File: config.mk
export PLATFORM = sky130hd
export DESIGN_NAME = ptw_top
export DESIGN_NICKNAME = d
export VERILOG_FILES = /design/src/rtl/ptw_pkg.sv /design/src/rtl/ptw_pte_check.sv /design/src/rtl/ptw_walk_fsm.sv /design/src/rtl/ptw_tlb_update.sv /design/src/rtl/ptw_top.sv
export SDC_FILE = /design/constraint.sdc
export NUM_CORES = 1
export LEC_CHECK = 0
export BUFFER_PORTS_ARGS = -buffer_cell sky130_fd_sc_hd__buf_2
export CAP_MARGIN = 15
export CORE_AREA = 8 8 193 195
export CTS_BUF_LIST = sky130_fd_sc_hd__clkbuf_16
export DETAILED_ROUTE_END_ITERATION = 6
export DIE_AREA = 0 0 201 203
export PLACE_DENSITY = 0.49
export SETUP_SLACK_MARGIN = 0.1
export SYNTH_ARGS = -nofsm -noshare
export SYNTH_HDL_FRONTEND = slang
export SYNTH_SLANG_ARGS = --single-unit
File: constraint.sdc
create_clock -name clk_i -period 13.63 [get_ports clk_i]
set_input_delay 3.4075 -clock clk_i [delete_from_list [all_inputs] [get_ports clk_i]]
set_output_delay 3.4075 -clock clk_i [all_outputs]
set_load 0.05 [all_outputs]
File: src/rtl/ptw_pkg.sv
// Sv39 page-table walker package: widths, PTE layout, port structs and FSM enums

package ptw_pkg;

    // ------------------------------------------------------------------------
    // widths with a meaning
    // ------------------------------------------------------------------------
    // sv39 virtual address
    typedef logic [38:0] vaddr_t;
    // virtual page number, vpn[2:0] at 9 bits each
    typedef logic [26:0] vpn_t;
    // physical page number
    typedef logic [43:0] ppn_t;
    // 8-byte aligned pointer to a PTE
    typedef logic [55:0] pptr_t;

    // sv39 page table entry, msb first
    typedef struct packed {
        logic [9:0] reserved;
        ppn_t       ppn;
        logic [1:0] rsw;
        logic       d;
        logic       a;
        logic       g;
        logic       u;
        logic       x;
        logic       w;
        logic       r;
        logic       v;
    } pte_t;

    // table level, LVL1 maps 1 GiB, LVL2 2 MiB, LVL3 4 KiB
    typedef enum logic [1:0] {
        LVL1,
        LVL2,
        LVL3
    } ptw_lvl_e;

    // walk FSM
    typedef enum logic [2:0] {
        IDLE,
        WAIT_GRANT,
        PTE_LOOKUP,
        WAIT_RVALID,
        PROPAGATE_ERROR
    } walk_state_e;

    // ------------------------------------------------------------------------
    // memory port, read only
    // ------------------------------------------------------------------------
    typedef struct packed {
        logic  req;
        pptr_t addr;
    } mem_req_t;

    typedef struct packed {
        logic gnt;
        logic rvalid;
        pte_t rdata;
    } mem_rsp_t;

    // result of the PTE checks, one hot
    typedef struct packed {
        logic leaf;
        logic pointer;
        logic fault;
    } pte_verdict_t;

    // walk context, start pulses once when a miss is taken
    typedef struct packed {
        logic     start;
        logic     is_instr;
        ptw_lvl_e lvl;
        vaddr_t   vaddr;
    } walk_ctx_t;

    typedef struct packed {
        logic valid;
        logic is_2m;
        logic is_1g;
        vpn_t vpn;
        pte_t content;
    } tlb_update_t;

endpackage

File: src/rtl/ptw_pte_check.sv
// PTE classification: leaf, pointer or fault from the permission, A/D and alignment checks

`timescale 1ns/100ps

module ptw_pte_check import ptw_pkg::*; (
    input  pte_t         pte_i,
    input  ptw_lvl_e     lvl_i,
    input  logic         is_instr_i,
    input  logic         is_store_i,
    input  logic         mxr_i,
    output pte_verdict_t verdict_o
);

    // ------------------------------------------------------------------------
    // basic decode
    // ------------------------------------------------------------------------
    logic pte_bad;
    logic is_leaf;
    logic instr_fault;
    logic data_fault;
    logic store_fault;
    logic misaligned;
    logic leaf_fault;
    logic last_ptr;

    // invalid entry, or the reserved write-without-read encoding
    assign pte_bad = !pte_i.v || (!pte_i.r && pte_i.w);

    // r or x makes it a leaf, otherwise it points one level down
    assign is_leaf = pte_i.r || pte_i.x;

    // ------------------------------------------------------------------------
    // leaf permission checks
    // ------------------------------------------------------------------------
    // fetch needs execute, and A must already be set by software
    assign instr_fault = !pte_i.x || !pte_i.a;

    // loads need read, or execute when mxr makes it readable
    assign data_fault = !pte_i.a || !(pte_i.r || (pte_i.x && mxr_i));

    // stores also need write and a dirty page
    assign store_fault = is_store_i && (!pte_i.w || !pte_i.d);

    // superpage ppn must be aligned to its size
    always_comb begin
        misaligned = 1'b0;
        case (lvl_i)
            LVL1:    misaligned = (pte_i.ppn[17:0] != '0);
            LVL2:    misaligned = (pte_i.ppn[8:0] != '0);
            default: misaligned = 1'b0;
        endcase
    end

    always_comb begin
        if (is_instr_i) begin
            leaf_fault = instr_fault || misaligned;
        end else begin
            leaf_fault = data_fault || store_fault || misaligned;
        end
    end

    // a pointer found at the 4 KiB level has nowhere to go
    assign last_ptr = (lvl_i == LVL3);

    // ------------------------------------------------------------------------
    // verdict
    // ------------------------------------------------------------------------
    always_comb begin
        verdict_o = '0;
        if (pte_bad) begin
            verdict_o.fault = 1'b1;
        end else if (is_leaf) begin
            verdict_o.leaf  = !leaf_fault;
            verdict_o.fault = leaf_fault;
        end else begin
            verdict_o.pointer = !last_ptr;
            verdict_o.fault   = last_ptr;
        end
    end

endmodule

File: src/rtl/ptw_walk_fsm.sv
// Walk control: miss selection, level/pointer tracking, memory port and flush handling

`timescale 1ns/100ps

module ptw_walk_fsm import ptw_pkg::*; (
    input  logic         clk_i,
    input  logic         rst_ni,
    input  logic         flush_i,
    input  logic         enable_translation_i,
    input  logic         en_ld_st_translation_i,
    input  ppn_t         satp_ppn_i,
    input  logic         itlb_access_i,
    input  logic         itlb_hit_i,
    input  vaddr_t       itlb_vaddr_i,
    input  logic         dtlb_access_i,
    input  logic         dtlb_hit_i,
    input  vaddr_t       dtlb_vaddr_i,
    input  mem_rsp_t     mem_rsp_i,
    input  pte_verdict_t verdict_i,
    output mem_req_t     mem_req_o,
    output pte_t         pte_o,
    output logic         pte_valid_o,
    output walk_ctx_t    ctx_o,
    output logic         leaf_ok_o,
    output logic         ptw_active_o,
    output logic         walking_instr_o,
    output logic         ptw_error_o,
    output vaddr_t       update_vaddr_o
);

    walk_state_e state_q, state_d;
    ptw_lvl_e    lvl_q, lvl_d;
    logic        is_instr_q, is_instr_d;
    vaddr_t      vaddr_q, vaddr_d;
    pptr_t       pptr_q, pptr_d;

    // response registered one cycle, lookup happens on the registered copy
    logic        rvalid_q;
    pte_t        rdata_q;

    logic        itlb_miss;
    logic        dtlb_miss;
    logic        start;

    // ------------------------------------------------------------------------
    // miss selection
    // ------------------------------------------------------------------------
    // fetch only wins when the lsu is not asking in the same cycle
    assign itlb_miss = enable_translation_i && itlb_access_i && !itlb_hit_i && !dtlb_access_i;
    assign dtlb_miss = en_ld_st_translation_i && dtlb_access_i && !dtlb_hit_i;

    assign start = (state_q == IDLE) && (itlb_miss || dtlb_miss) && !flush_i;

    assign pte_o           = rdata_q;
    assign pte_valid_o     = rvalid_q;
    assign ctx_o.start     = start;
    assign ctx_o.is_instr  = is_instr_q;
    assign ctx_o.lvl       = lvl_q;
    assign ctx_o.vaddr     = vaddr_q;
    assign ptw_active_o    = (state_q != IDLE);
    assign walking_instr_o = is_instr_q;
    assign update_vaddr_o  = vaddr_q;
    assign mem_req_o.addr  = pptr_q;

    // ------------------------------------------------------------------------
    // walk FSM
    // ------------------------------------------------------------------------
    always_comb begin
        state_d       = state_q;
        lvl_d         = lvl_q;
        is_instr_d    = is_instr_q;
        vaddr_d       = vaddr_q;
        pptr_d        = pptr_q;
        mem_req_o.req = 1'b0;
        leaf_ok_o     = 1'b0;
        ptw_error_o   = 1'b0;

        case (state_q)
            IDLE: begin
                // every walk starts at the root table
                lvl_d      = LVL1;
                is_instr_d = 1'b0;
                if (itlb_miss) begin
                    is_instr_d = 1'b1;
                    vaddr_d    = itlb_vaddr_i;
                    pptr_d     = {satp_ppn_i, itlb_vaddr_i[38:30], 3'b000};
                    state_d    = WAIT_GRANT;
                end else if (dtlb_miss) begin
                    vaddr_d = dtlb_vaddr_i;
                    pptr_d  = {satp_ppn_i, dtlb_vaddr_i[38:30], 3'b000};
                    state_d = WAIT_GRANT;
                end
            end

            WAIT_GRANT: begin
                // addr is a register, so it stays put while req waits
                mem_req_o.req = 1'b1;
                if (mem_rsp_i.gnt) begin
                    state_d = PTE_LOOKUP;
                end
            end

            PTE_LOOKUP: begin
                if (rvalid_q) begin
                    if (verdict_i.leaf && !verdict_i.fault) begin
                        leaf_ok_o = !flush_i;
                        state_d   = IDLE;
                    end else if (verdict_i.pointer && !verdict_i.fault) begin
                        // descend one level, index with the next vpn slice
                        state_d = WAIT_GRANT;
                        if (lvl_q == LVL1) begin
                            lvl_d  = LVL2;
                            pptr_d = {rdata_q.ppn, vaddr_q[29:21], 3'b000};
                        end else begin
                            lvl_d  = LVL3;
                            pptr_d = {rdata_q.ppn, vaddr_q[20:12], 3'b000};
                        end
                    end else begin
                        state_d = PROPAGATE_ERROR;
                    end
                end
            end

            // error pulse one cycle after the failing lookup
            PROPAGATE_ERROR: begin
                ptw_error_o = !flush_i;
                state_d     = IDLE;
            end

            // drain the read that was granted before the flush
            WAIT_RVALID: begin
                if (rvalid_q) begin
                    state_d = IDLE;
                end
            end

            default: begin
                state_d = IDLE;
            end
        endcase

        // ---------------------------------------------------------------------
        // flush
        // ---------------------------------------------------------------------
        // a granted read still owes an rvalid, wait for it before idling
        if (flush_i) begin
            if ((state_q == WAIT_GRANT && mem_rsp_i.gnt) ||
                (state_q == PTE_LOOKUP && !rvalid_q)) begin
                state_d = WAIT_RVALID;
            end else begin
                state_d = IDLE;
            end
        end
    end

    always_ff @(posedge clk_i or negedge rst_ni) begin
        if (!rst_ni) begin
            state_q    <= IDLE;
            lvl_q      <= LVL1;
            is_instr_q <= 1'b0;
            rvalid_q   <= 1'b0;
        end else begin
            state_q    <= state_d;
            lvl_q      <= lvl_d;
            is_instr_q <= is_instr_d;
            rvalid_q   <= mem_rsp_i.rvalid;
        end
    end

    // address and read data
    always_ff @(posedge clk_i) begin
        vaddr_q <= vaddr_d;
        pptr_q  <= pptr_d;
        rdata_q <= mem_rsp_i.rdata;
    end

endmodule

File: src/rtl/ptw_tlb_update.sv
// TLB update assembly: ASID capture, global-bit accumulation, ITLB/DTLB update outputs

`timescale 1ns/100ps

module ptw_tlb_update import ptw_pkg::*; #(
    parameter int unsigned AsidWidth = 16
) (
    input  logic                 clk_i,
    input  logic                 rst_ni,
    input  logic [AsidWidth-1:0] asid_i,
    input  walk_ctx_t            ctx_i,
    input  pte_t                 pte_i,
    input  logic                 pte_valid_i,
    input  logic                 leaf_ok_i,
    output tlb_update_t          itlb_update_o,
    output tlb_update_t          dtlb_update_o,
    output logic [AsidWidth-1:0] update_asid_o
);

    logic [AsidWidth-1:0] asid_q;
    // set once any level of this walk was global
    logic                 global_q;
    tlb_update_t          update;

    // ------------------------------------------------------------------------
    // per-walk capture
    // ------------------------------------------------------------------------
    always_ff @(posedge clk_i or negedge rst_ni) begin
        if (!rst_ni) begin
            global_q <= 1'b0;
        end else if (ctx_i.start) begin
            global_q <= 1'b0;
        end else if (pte_valid_i && pte_i.g) begin
            global_q <= 1'b1;
        end
    end

    always_ff @(posedge clk_i) begin
        if (ctx_i.start) begin
            asid_q <= asid_i;
        end
    end

    assign update_asid_o = asid_q;

    // ------------------------------------------------------------------------
    // update payload, shared by both TLBs
    // ------------------------------------------------------------------------
    always_comb begin
        update           = '0;
        update.is_1g     = (ctx_i.lvl == LVL1);
        update.is_2m     = (ctx_i.lvl == LVL2);
        update.vpn       = ctx_i.vaddr[38:12];
        update.content   = pte_i;
        // the leaf inherits global from any pointer above it
        update.content.g = pte_i.g || global_q;
    end

    // valid goes only to the TLB that missed
    always_comb begin
        itlb_update_o       = update;
        dtlb_update_o       = update;
        itlb_update_o.valid = leaf_ok_i && ctx_i.is_instr;
        dtlb_update_o.valid = leaf_ok_i && !ctx_i.is_instr;
    end

endmodule

File: src/rtl/ptw_top.sv
// Sv39 page-table walker top level: walk FSM, PTE check and TLB update instances

`timescale 1ns/100ps

module ptw_top import ptw_pkg::*; #(
    parameter int unsigned AsidWidth = 16
) (
    input  logic                 clk_i,
    input  logic                 rst_ni,
    input  logic                 flush_i,
    // translation control from the CSRs
    input  logic                 enable_translation_i,
    input  logic                 en_ld_st_translation_i,
    input  logic                 lsu_is_store_i,
    input  logic                 mxr_i,
    input  logic [AsidWidth-1:0] asid_i,
    input  ppn_t                 satp_ppn_i,
    // misses from the TLBs
    input  logic                 itlb_access_i,
    input  logic                 itlb_hit_i,
    input  vaddr_t               itlb_vaddr_i,
    input  logic                 dtlb_access_i,
    input  logic                 dtlb_hit_i,
    input  vaddr_t               dtlb_vaddr_i,
    // PTE read port
    input  mem_rsp_t             mem_rsp_i,
    output mem_req_t             mem_req_o,
    // status and TLB refill
    output logic                 ptw_active_o,
    output logic                 walking_instr_o,
    output logic                 ptw_error_o,
    output tlb_update_t          itlb_update_o,
    output tlb_update_t          dtlb_update_o,
    output logic [AsidWidth-1:0] update_asid_o,
    output vaddr_t               update_vaddr_o
);

    pte_t         pte;
    logic         pte_valid;
    walk_ctx_t    ctx;
    pte_verdict_t verdict;
    logic         leaf_ok;

    ptw_walk_fsm i_walk_fsm (
        .clk_i                  (clk_i),
        .rst_ni                 (rst_ni),
        .flush_i                (flush_i),
        .enable_translation_i   (enable_translation_i),
        .en_ld_st_translation_i (en_ld_st_translation_i),
        .satp_ppn_i             (satp_ppn_i),
        .itlb_access_i          (itlb_access_i),
        .itlb_hit_i             (itlb_hit_i),
        .itlb_vaddr_i           (itlb_vaddr_i),
        .dtlb_access_i          (dtlb_access_i),
        .dtlb_hit_i             (dtlb_hit_i),
        .dtlb_vaddr_i           (dtlb_vaddr_i),
        .mem_rsp_i              (mem_rsp_i),
        .verdict_i              (verdict),
        .mem_req_o              (mem_req_o),
        .pte_o                  (pte),
        .pte_valid_o            (pte_valid),
        .ctx_o                  (ctx),
        .leaf_ok_o              (leaf_ok),
        .ptw_active_o           (ptw_active_o),
        .walking_instr_o        (walking_instr_o),
        .ptw_error_o            (ptw_error_o),
        .update_vaddr_o         (update_vaddr_o)
    );

    ptw_pte_check i_pte_check (
        .pte_i      (pte),
        .lvl_i      (ctx.lvl),
        .is_instr_i (ctx.is_instr),
        .is_store_i (lsu_is_store_i),
        .mxr_i      (mxr_i),
        .verdict_o  (verdict)
    );

    ptw_tlb_update #(
        .AsidWidth (AsidWidth)
    ) i_tlb_update (
        .clk_i         (clk_i),
        .rst_ni        (rst_ni),
        .asid_i        (asid_i),
        .ctx_i         (ctx),
        .pte_i         (pte),
        .pte_valid_i   (pte_valid),
        .leaf_ok_i     (leaf_ok),
        .itlb_update_o (itlb_update_o),
        .dtlb_update_o (dtlb_update_o),
        .update_asid_o (update_asid_o)
    );

endmodule

# Word level (Yosys, flattened, before mapping)
# Index checks and enable logic that the tools add are counted.
# totals
input_bits	215
reg_bits	183
out_inout_bits	303
# op_classes
muxes	39
n_eq_ne	14
reduce_logical	57
# op_table
cell	n
56-bit two-way mux	5
56-bit case mux with 2 select lines	1
39-bit two-way mux	2
3-bit two-way mux	8
18-bit nonzero test	1
1-bit logical AND	17
1-bit zero test	16
1-bit two-way mux	13
1-bit logical OR	12
12-bit two-way mux	1
2-bit two-way mux	6
3-bit case mux with 4 select lines	1
9-bit nonzero test	1
4-bit AND reduction	2
3-bit by 2-bit equality test with 1-bit output (second input constant)	2
3-bit by 2-bit inequality test with 1-bit output (second input constant)	2
2-bit nonzero test	3
5-bit AND reduction	1
2-bit by 1-bit inequality test with 1-bit output (second input constant)	2
4-bit by 2-bit inequality test with 1-bit output (second input constant)	1
2-bit case mux with 2 select lines	1
3-bit by 1-bit equality test with 1-bit output (second input constant)	1
3-bit equality test (second input constant)	1
3-bit zero test	1
other kinds (9)	9

# Logic depth before layout (Yosys ltp)
# logic_depth
word_depth	16
mapped_depth	6

# Hierarchy
# Synthesis repeated with hierarchy kept, for this count alone.
# hier_totals
cells_unflattened	711
hier_area_um2	8184.1
# by_module_without_submodules
mod	seq_area_each_um2	area_each_um2	instances	cells_each
ptw_walk_fsm	4219.0	6135.9	1	484
ptw_tlb_update	505.5	1916.8	1	207
ptw_pte_check	0.0	131.4	1	20

# Worst setup path before layout
# No wires, ideal clock.
# synth_timing
kind	input -> register
startpoint	input port itlb_hit_i
endpoint	register i_walk_fsm.pptr_q[10] (enable)
arrival_time_ns	7.940
setup_slack_ns	5.145
path_buffers	2
stages	5
cell_sequence	nor4bb_1 -> buf_4 -> buf_12 -> a31oi_1 -> a21boi_0
# synth_via
elab_chain_cells	5
# synth_lines
item	line	source
start, declared	ptw_top.sv:20	input logic itlb_hit_i,
1-bit zero test	ptw_walk_fsm.sv:49	assign itlb_miss = enable_translation_i && itlb_access_i && !itlb_hit_i && !dtlb_access_i;
1-bit logical AND (2 in a row)	ptw_walk_fsm.sv:49	
3-bit by 1-bit inequality test with 1-bit output (no source line)	-	
5-bit AND reduction (no source line)	-	
end signal, assigned	ptw_walk_fsm.sv:173	pptr_q <= pptr_d;
end, declared	ptw_walk_fsm.sv:35	pptr_t pptr_q, pptr_d;
# No other way between the ends.
# A chain may end at the register's enable or synchronous reset.

==> summary.md <==
| Metric | Value |
|---|---|
| Final worst-path cycle share | 59.00% |
| Avg Cell Area, Syn | roughly 13 sq um |
| Initial antenna violation count | 0 |
| Layout overhead on the synthesized area | 24.36% |
| Switch share | 44.06% |
| Antenna-violating nets left | 0 |
| Crit path buffers/inverters | 2 |
| Post-Synthesis Cells | about 600 |
| Ranking of synthesized cells by area | edfxtp_1, buf_4, dfxtp_1 |
| Clock Pin Slew Worst Setup and Hold Paths | 0.06 ns |
| Hold WC Path Type | reg2reg |
| Pre-antenna DRT Iters | 5 |
| Share of cells above drive strength 1 | between 60% and 70% |
| Crit path from | lsu_is_store_i |
| Final hold violation count | 0 |
| Pin count of the biggest net entering global routing | 43 |
| First-pass GRT wire length | 37.67 mm |
| Area fraction of the dominant cell type after synthesis | approximately two fifths |
| # Post-CTS Setup Buffers | 0 |
| Crit path required time | 10.22 ns |
| FILL cells | 3,574 |
| Fin crit period | 8.042 ns |
| Crit path top cell by count | buf_2 |
| P per Cell Area | 206.4 mW/mm^2 |
| Resized cells post-CTS | 0 |
| NumNets Final | 1,118 |
| Design Power | 2074 uW |
| Die area | 0.04080 sq mm |
| Crit path largest cell delay | 0.47 ns |
| Routed vias | 5,158 |
| Worst setup SP type | input pin |
| Worst path cell trace | buf_2 > o2bb2ai_1 > a2111o_1 > nor4b_2 > buf_2 |
| Worst slew pin tran | 0.8815 ns |
| Die Height | 203 um |
| Clk root buf | clkbuf_16 |
| YS warnings | 0 |
| Sequential power share | 36.7% |
| Flops & latches, synth | 180 |
| CP Capture Type | output pin |
| Hold_buf cts | 0 |
| Slew HR | around 41% |
| Comb power frac | between 40% and 50% |
| IO Pins | 518 |
| Final WL | 25.91 mm |
| H-tree Lvls | 4 |
| TritonCTS Buffers | 17 |
| Total negative slack | 0 ns |
| Crit path max-delay cell type | a2111o_1 |
| Synth area leader | edfxtp_1 |
| RD Place Congestion | 0.7372 |
| RSZ-0062 raised after global routing | false |
| Initial cell density of the core | a little under a quarter |
| Cell family with most CP delay | compound AO/OA/AOI/OAI gates |
| Final hold slack | 0.4866 ns |
| Clk_lat worst skew | ~0.44 ns |
| Port Buffers | 514 |
| Final setup viols | 0 |
| Reg2reg start | i_walk_fsm.pte_o[1]$_DFF_P_ |
| Placement row count | 68 |
| Overall routing resource usage | ~12% |
| Final Instance Area | about 0.01 sq mm |
| CP Max Fanout | 3 |
| Die width | around 200 um |
| Clock power frac | 22.7% |
| Post-route setup slack | ~5.6 ns |
| HP Start | i_tlb_update.global_q$_DFFE_PN0P_ |
| Via density | 3.759 |
| Clock Tree Buf Depth | 2 |
| CP arrival | 4.63 ns |
| Routed length per instance | 18.89 um |
| Highest Clock Rate | 124.4 MHz |
| Sw Pwr | 913.6 uW |
| Post-Place Worst Slack | around 5.6 ns |
| DRC Markers | 0 |
| CTS tree | yes |
| Total core area | ~0.034 sq mm |
| Status | finished, final reports clean |
| Clock sink count | 180 |
| Final Max Tran Viols | 0 |
| Hpwl dp | 21.15 mm |
| Initial DRC count | 146 |
| Max VDD drop | 0.00009186 V |
| Int Power | 1160 uW |
| Area after DPL | 0.009464 sq mm |
| Max Cap Viol | 0 |
| Yosys cell types | between 40 and 50 |
| WS Path Type | in2out |
| Mapped Area | 0.008079 sq mm |
| Grt ovf | 0 |
| Sequential share of the synthesized area | 58.48% |
| P_leak | 0.004559 uW |
| Vias in the first global route | a little under 6,000 |
| Setup Skew | ~0.010 ns |
[synth_stat cells (all sizes together)]
| cell | instances |
|---|---|
| nor4bb | 1 |
| a21boi | 3 |
| a311oi | 1 |
| or2 | 1 |
| o211a | 1 |
| dfxtp | 64 |
| conb | 1 |
| and3b | 1 |
| nor3b | 2 |
| o21ai | 2 |
| a22oi | 1 |
| nor4b | 3 |
| nor2b | 1 |
| nand2b | 1 |
| nor3 | 6 |
| a41o | 1 |
| mux2i | 2 |
| o211ai | 2 |
| inv | 7 |
| nand2 | 26 |
| a31oi | 12 |
| buf | 234 |
| o2bb2ai | 1 |
| a21oi | 2 |
| a2111o | 1 |
| nor2 | 16 |
| edfxtp | 108 |
| nor4 | 2 |
| clkbuf | 8 |
| mux2 | 84 |
| nand3b | 1 |
| dfrtp | 8 |
[cells in the final DEF (no fill, tap or decap), drive strengths merged, types with 2 or more instances in the layout]
| cell | netlist | final |
|---|---|---|
| o211ai | 2 | 2 |
| mux2i | 2 | 2 |
| clkinv | 0 | 3 |
| nand2 | 26 | 26 |
| clkbuf | 8 | 20 |
| dfrtp | 8 | 8 |
| a21oi | 2 | 2 |
| nor3 | 6 | 6 |
| dfxtp | 64 | 64 |
| conb | 1 | 3 |
| nor3b | 2 | 2 |
| o21ai | 2 | 2 |
| mux2 | 84 | 84 |
| buf | 234 | 520 |
| a21boi | 3 | 3 |
| inv | 7 | 16 |
| a31oi | 12 | 12 |
| nor4b | 3 | 3 |
| edfxtp | 108 | 108 |
| nor2 | 16 | 16 |
| nor4 | 2 | 2 |
[final cells by class]
cell class	count	area (sq um)	share of cell area (%)
antenna	1	2.502	0.02491
clock buffer	20	500.5	4.981
clock inverter	12	60.06	0.5978
inverter	7	26.28	0.2615
multi-input combinational	177	1534	15.27
sequential	180	4725	47.02
tap	455	569.3	5.666
timing repair buffer	520	2630	26.18
[power groups by stage]
stage | logic (uW) | clock network (uW) | registers, uW
finish | 842 | 470 | 761
global route | 884 | 510 | 774
CTS | 859 | 492 | 764
detailed placement | 858 | 0 | 776
global placement | 857 | 0 | 773
floorplan | 434 | 0 | 1030
[worst register-to-register path, stage by stage, from the launching register on]
cell and delay [ns]:
dfxtp_1 0.37, nor4b_2 0.35, o211ai_1 0.17, a21boi_2 0.29, a21boi_4 0.76, buf_4 0.55
[sequential cells by signal, summed over array words and instances (netlist names), 2 cells and up]
register / count
i_walk_fsm.pte_o: 64
i_walk_fsm.pptr_q: 53
i_walk_fsm.update_vaddr_o: 39
i_walk_fsm.state_q: 3
i_tlb_update.update_asid_o: 16
i_walk_fsm.lvl_q: 2
[cells by family after synthesis]
kind of cell	share of synthesized area, %
multiplexers	12.14
AO/OA/AOI/OAI	2.385
other	0.04642
flip-flops	58.48
buffers and inverters	23.18
AND/OR/NAND/NOR	3.764
[routing by layer]
metal | vias to the layer above | wire length (um) | GRT usage, %
li1 | 2446 | - | -
met1 | 2438 | 10470 | 13.65
met2 | 253 | 13080 | 21.04
met3 | 21 | 1941 | 4.495
met4 | 0 | 422 | 4.678
met5 | - | 0 | 0
[worst paths after layout]
path,endpoint,slack (ns),cells past startpoint
hold / removal,i_tlb_update.global_q$_DFFE_PN0P_,0.49,2
setup / recovery,dtlb_update_o[93],5.59,5
min in group asynchronous,i_walk_fsm.walking_instr_o$_DFFE_PN0P_,2.80,1
hold reg to reg,i_tlb_update.global_q$_DFFE_PN0P_,0.49,2
max in group asynchronous,i_walk_fsm.lvl_q[0]$_DFFE_PN0P_,10.65,1
setup reg to reg,i_walk_fsm.pptr_q[52]$_DFFE_PP_,10.76,5
[stage by stage]
| stage | utilization (%) | instances |
|---|---|---|
| floorplan | - | 606 |
| global placement | 27.74 | 1338 |
| detailed placement | 27.74 | 1338 |
| CTS | 29.38 | 1370 |
| global route | 29.44 | 1371 |
| finish | 29.45 | 1372 |
Power figures use the tool's default switching activity.
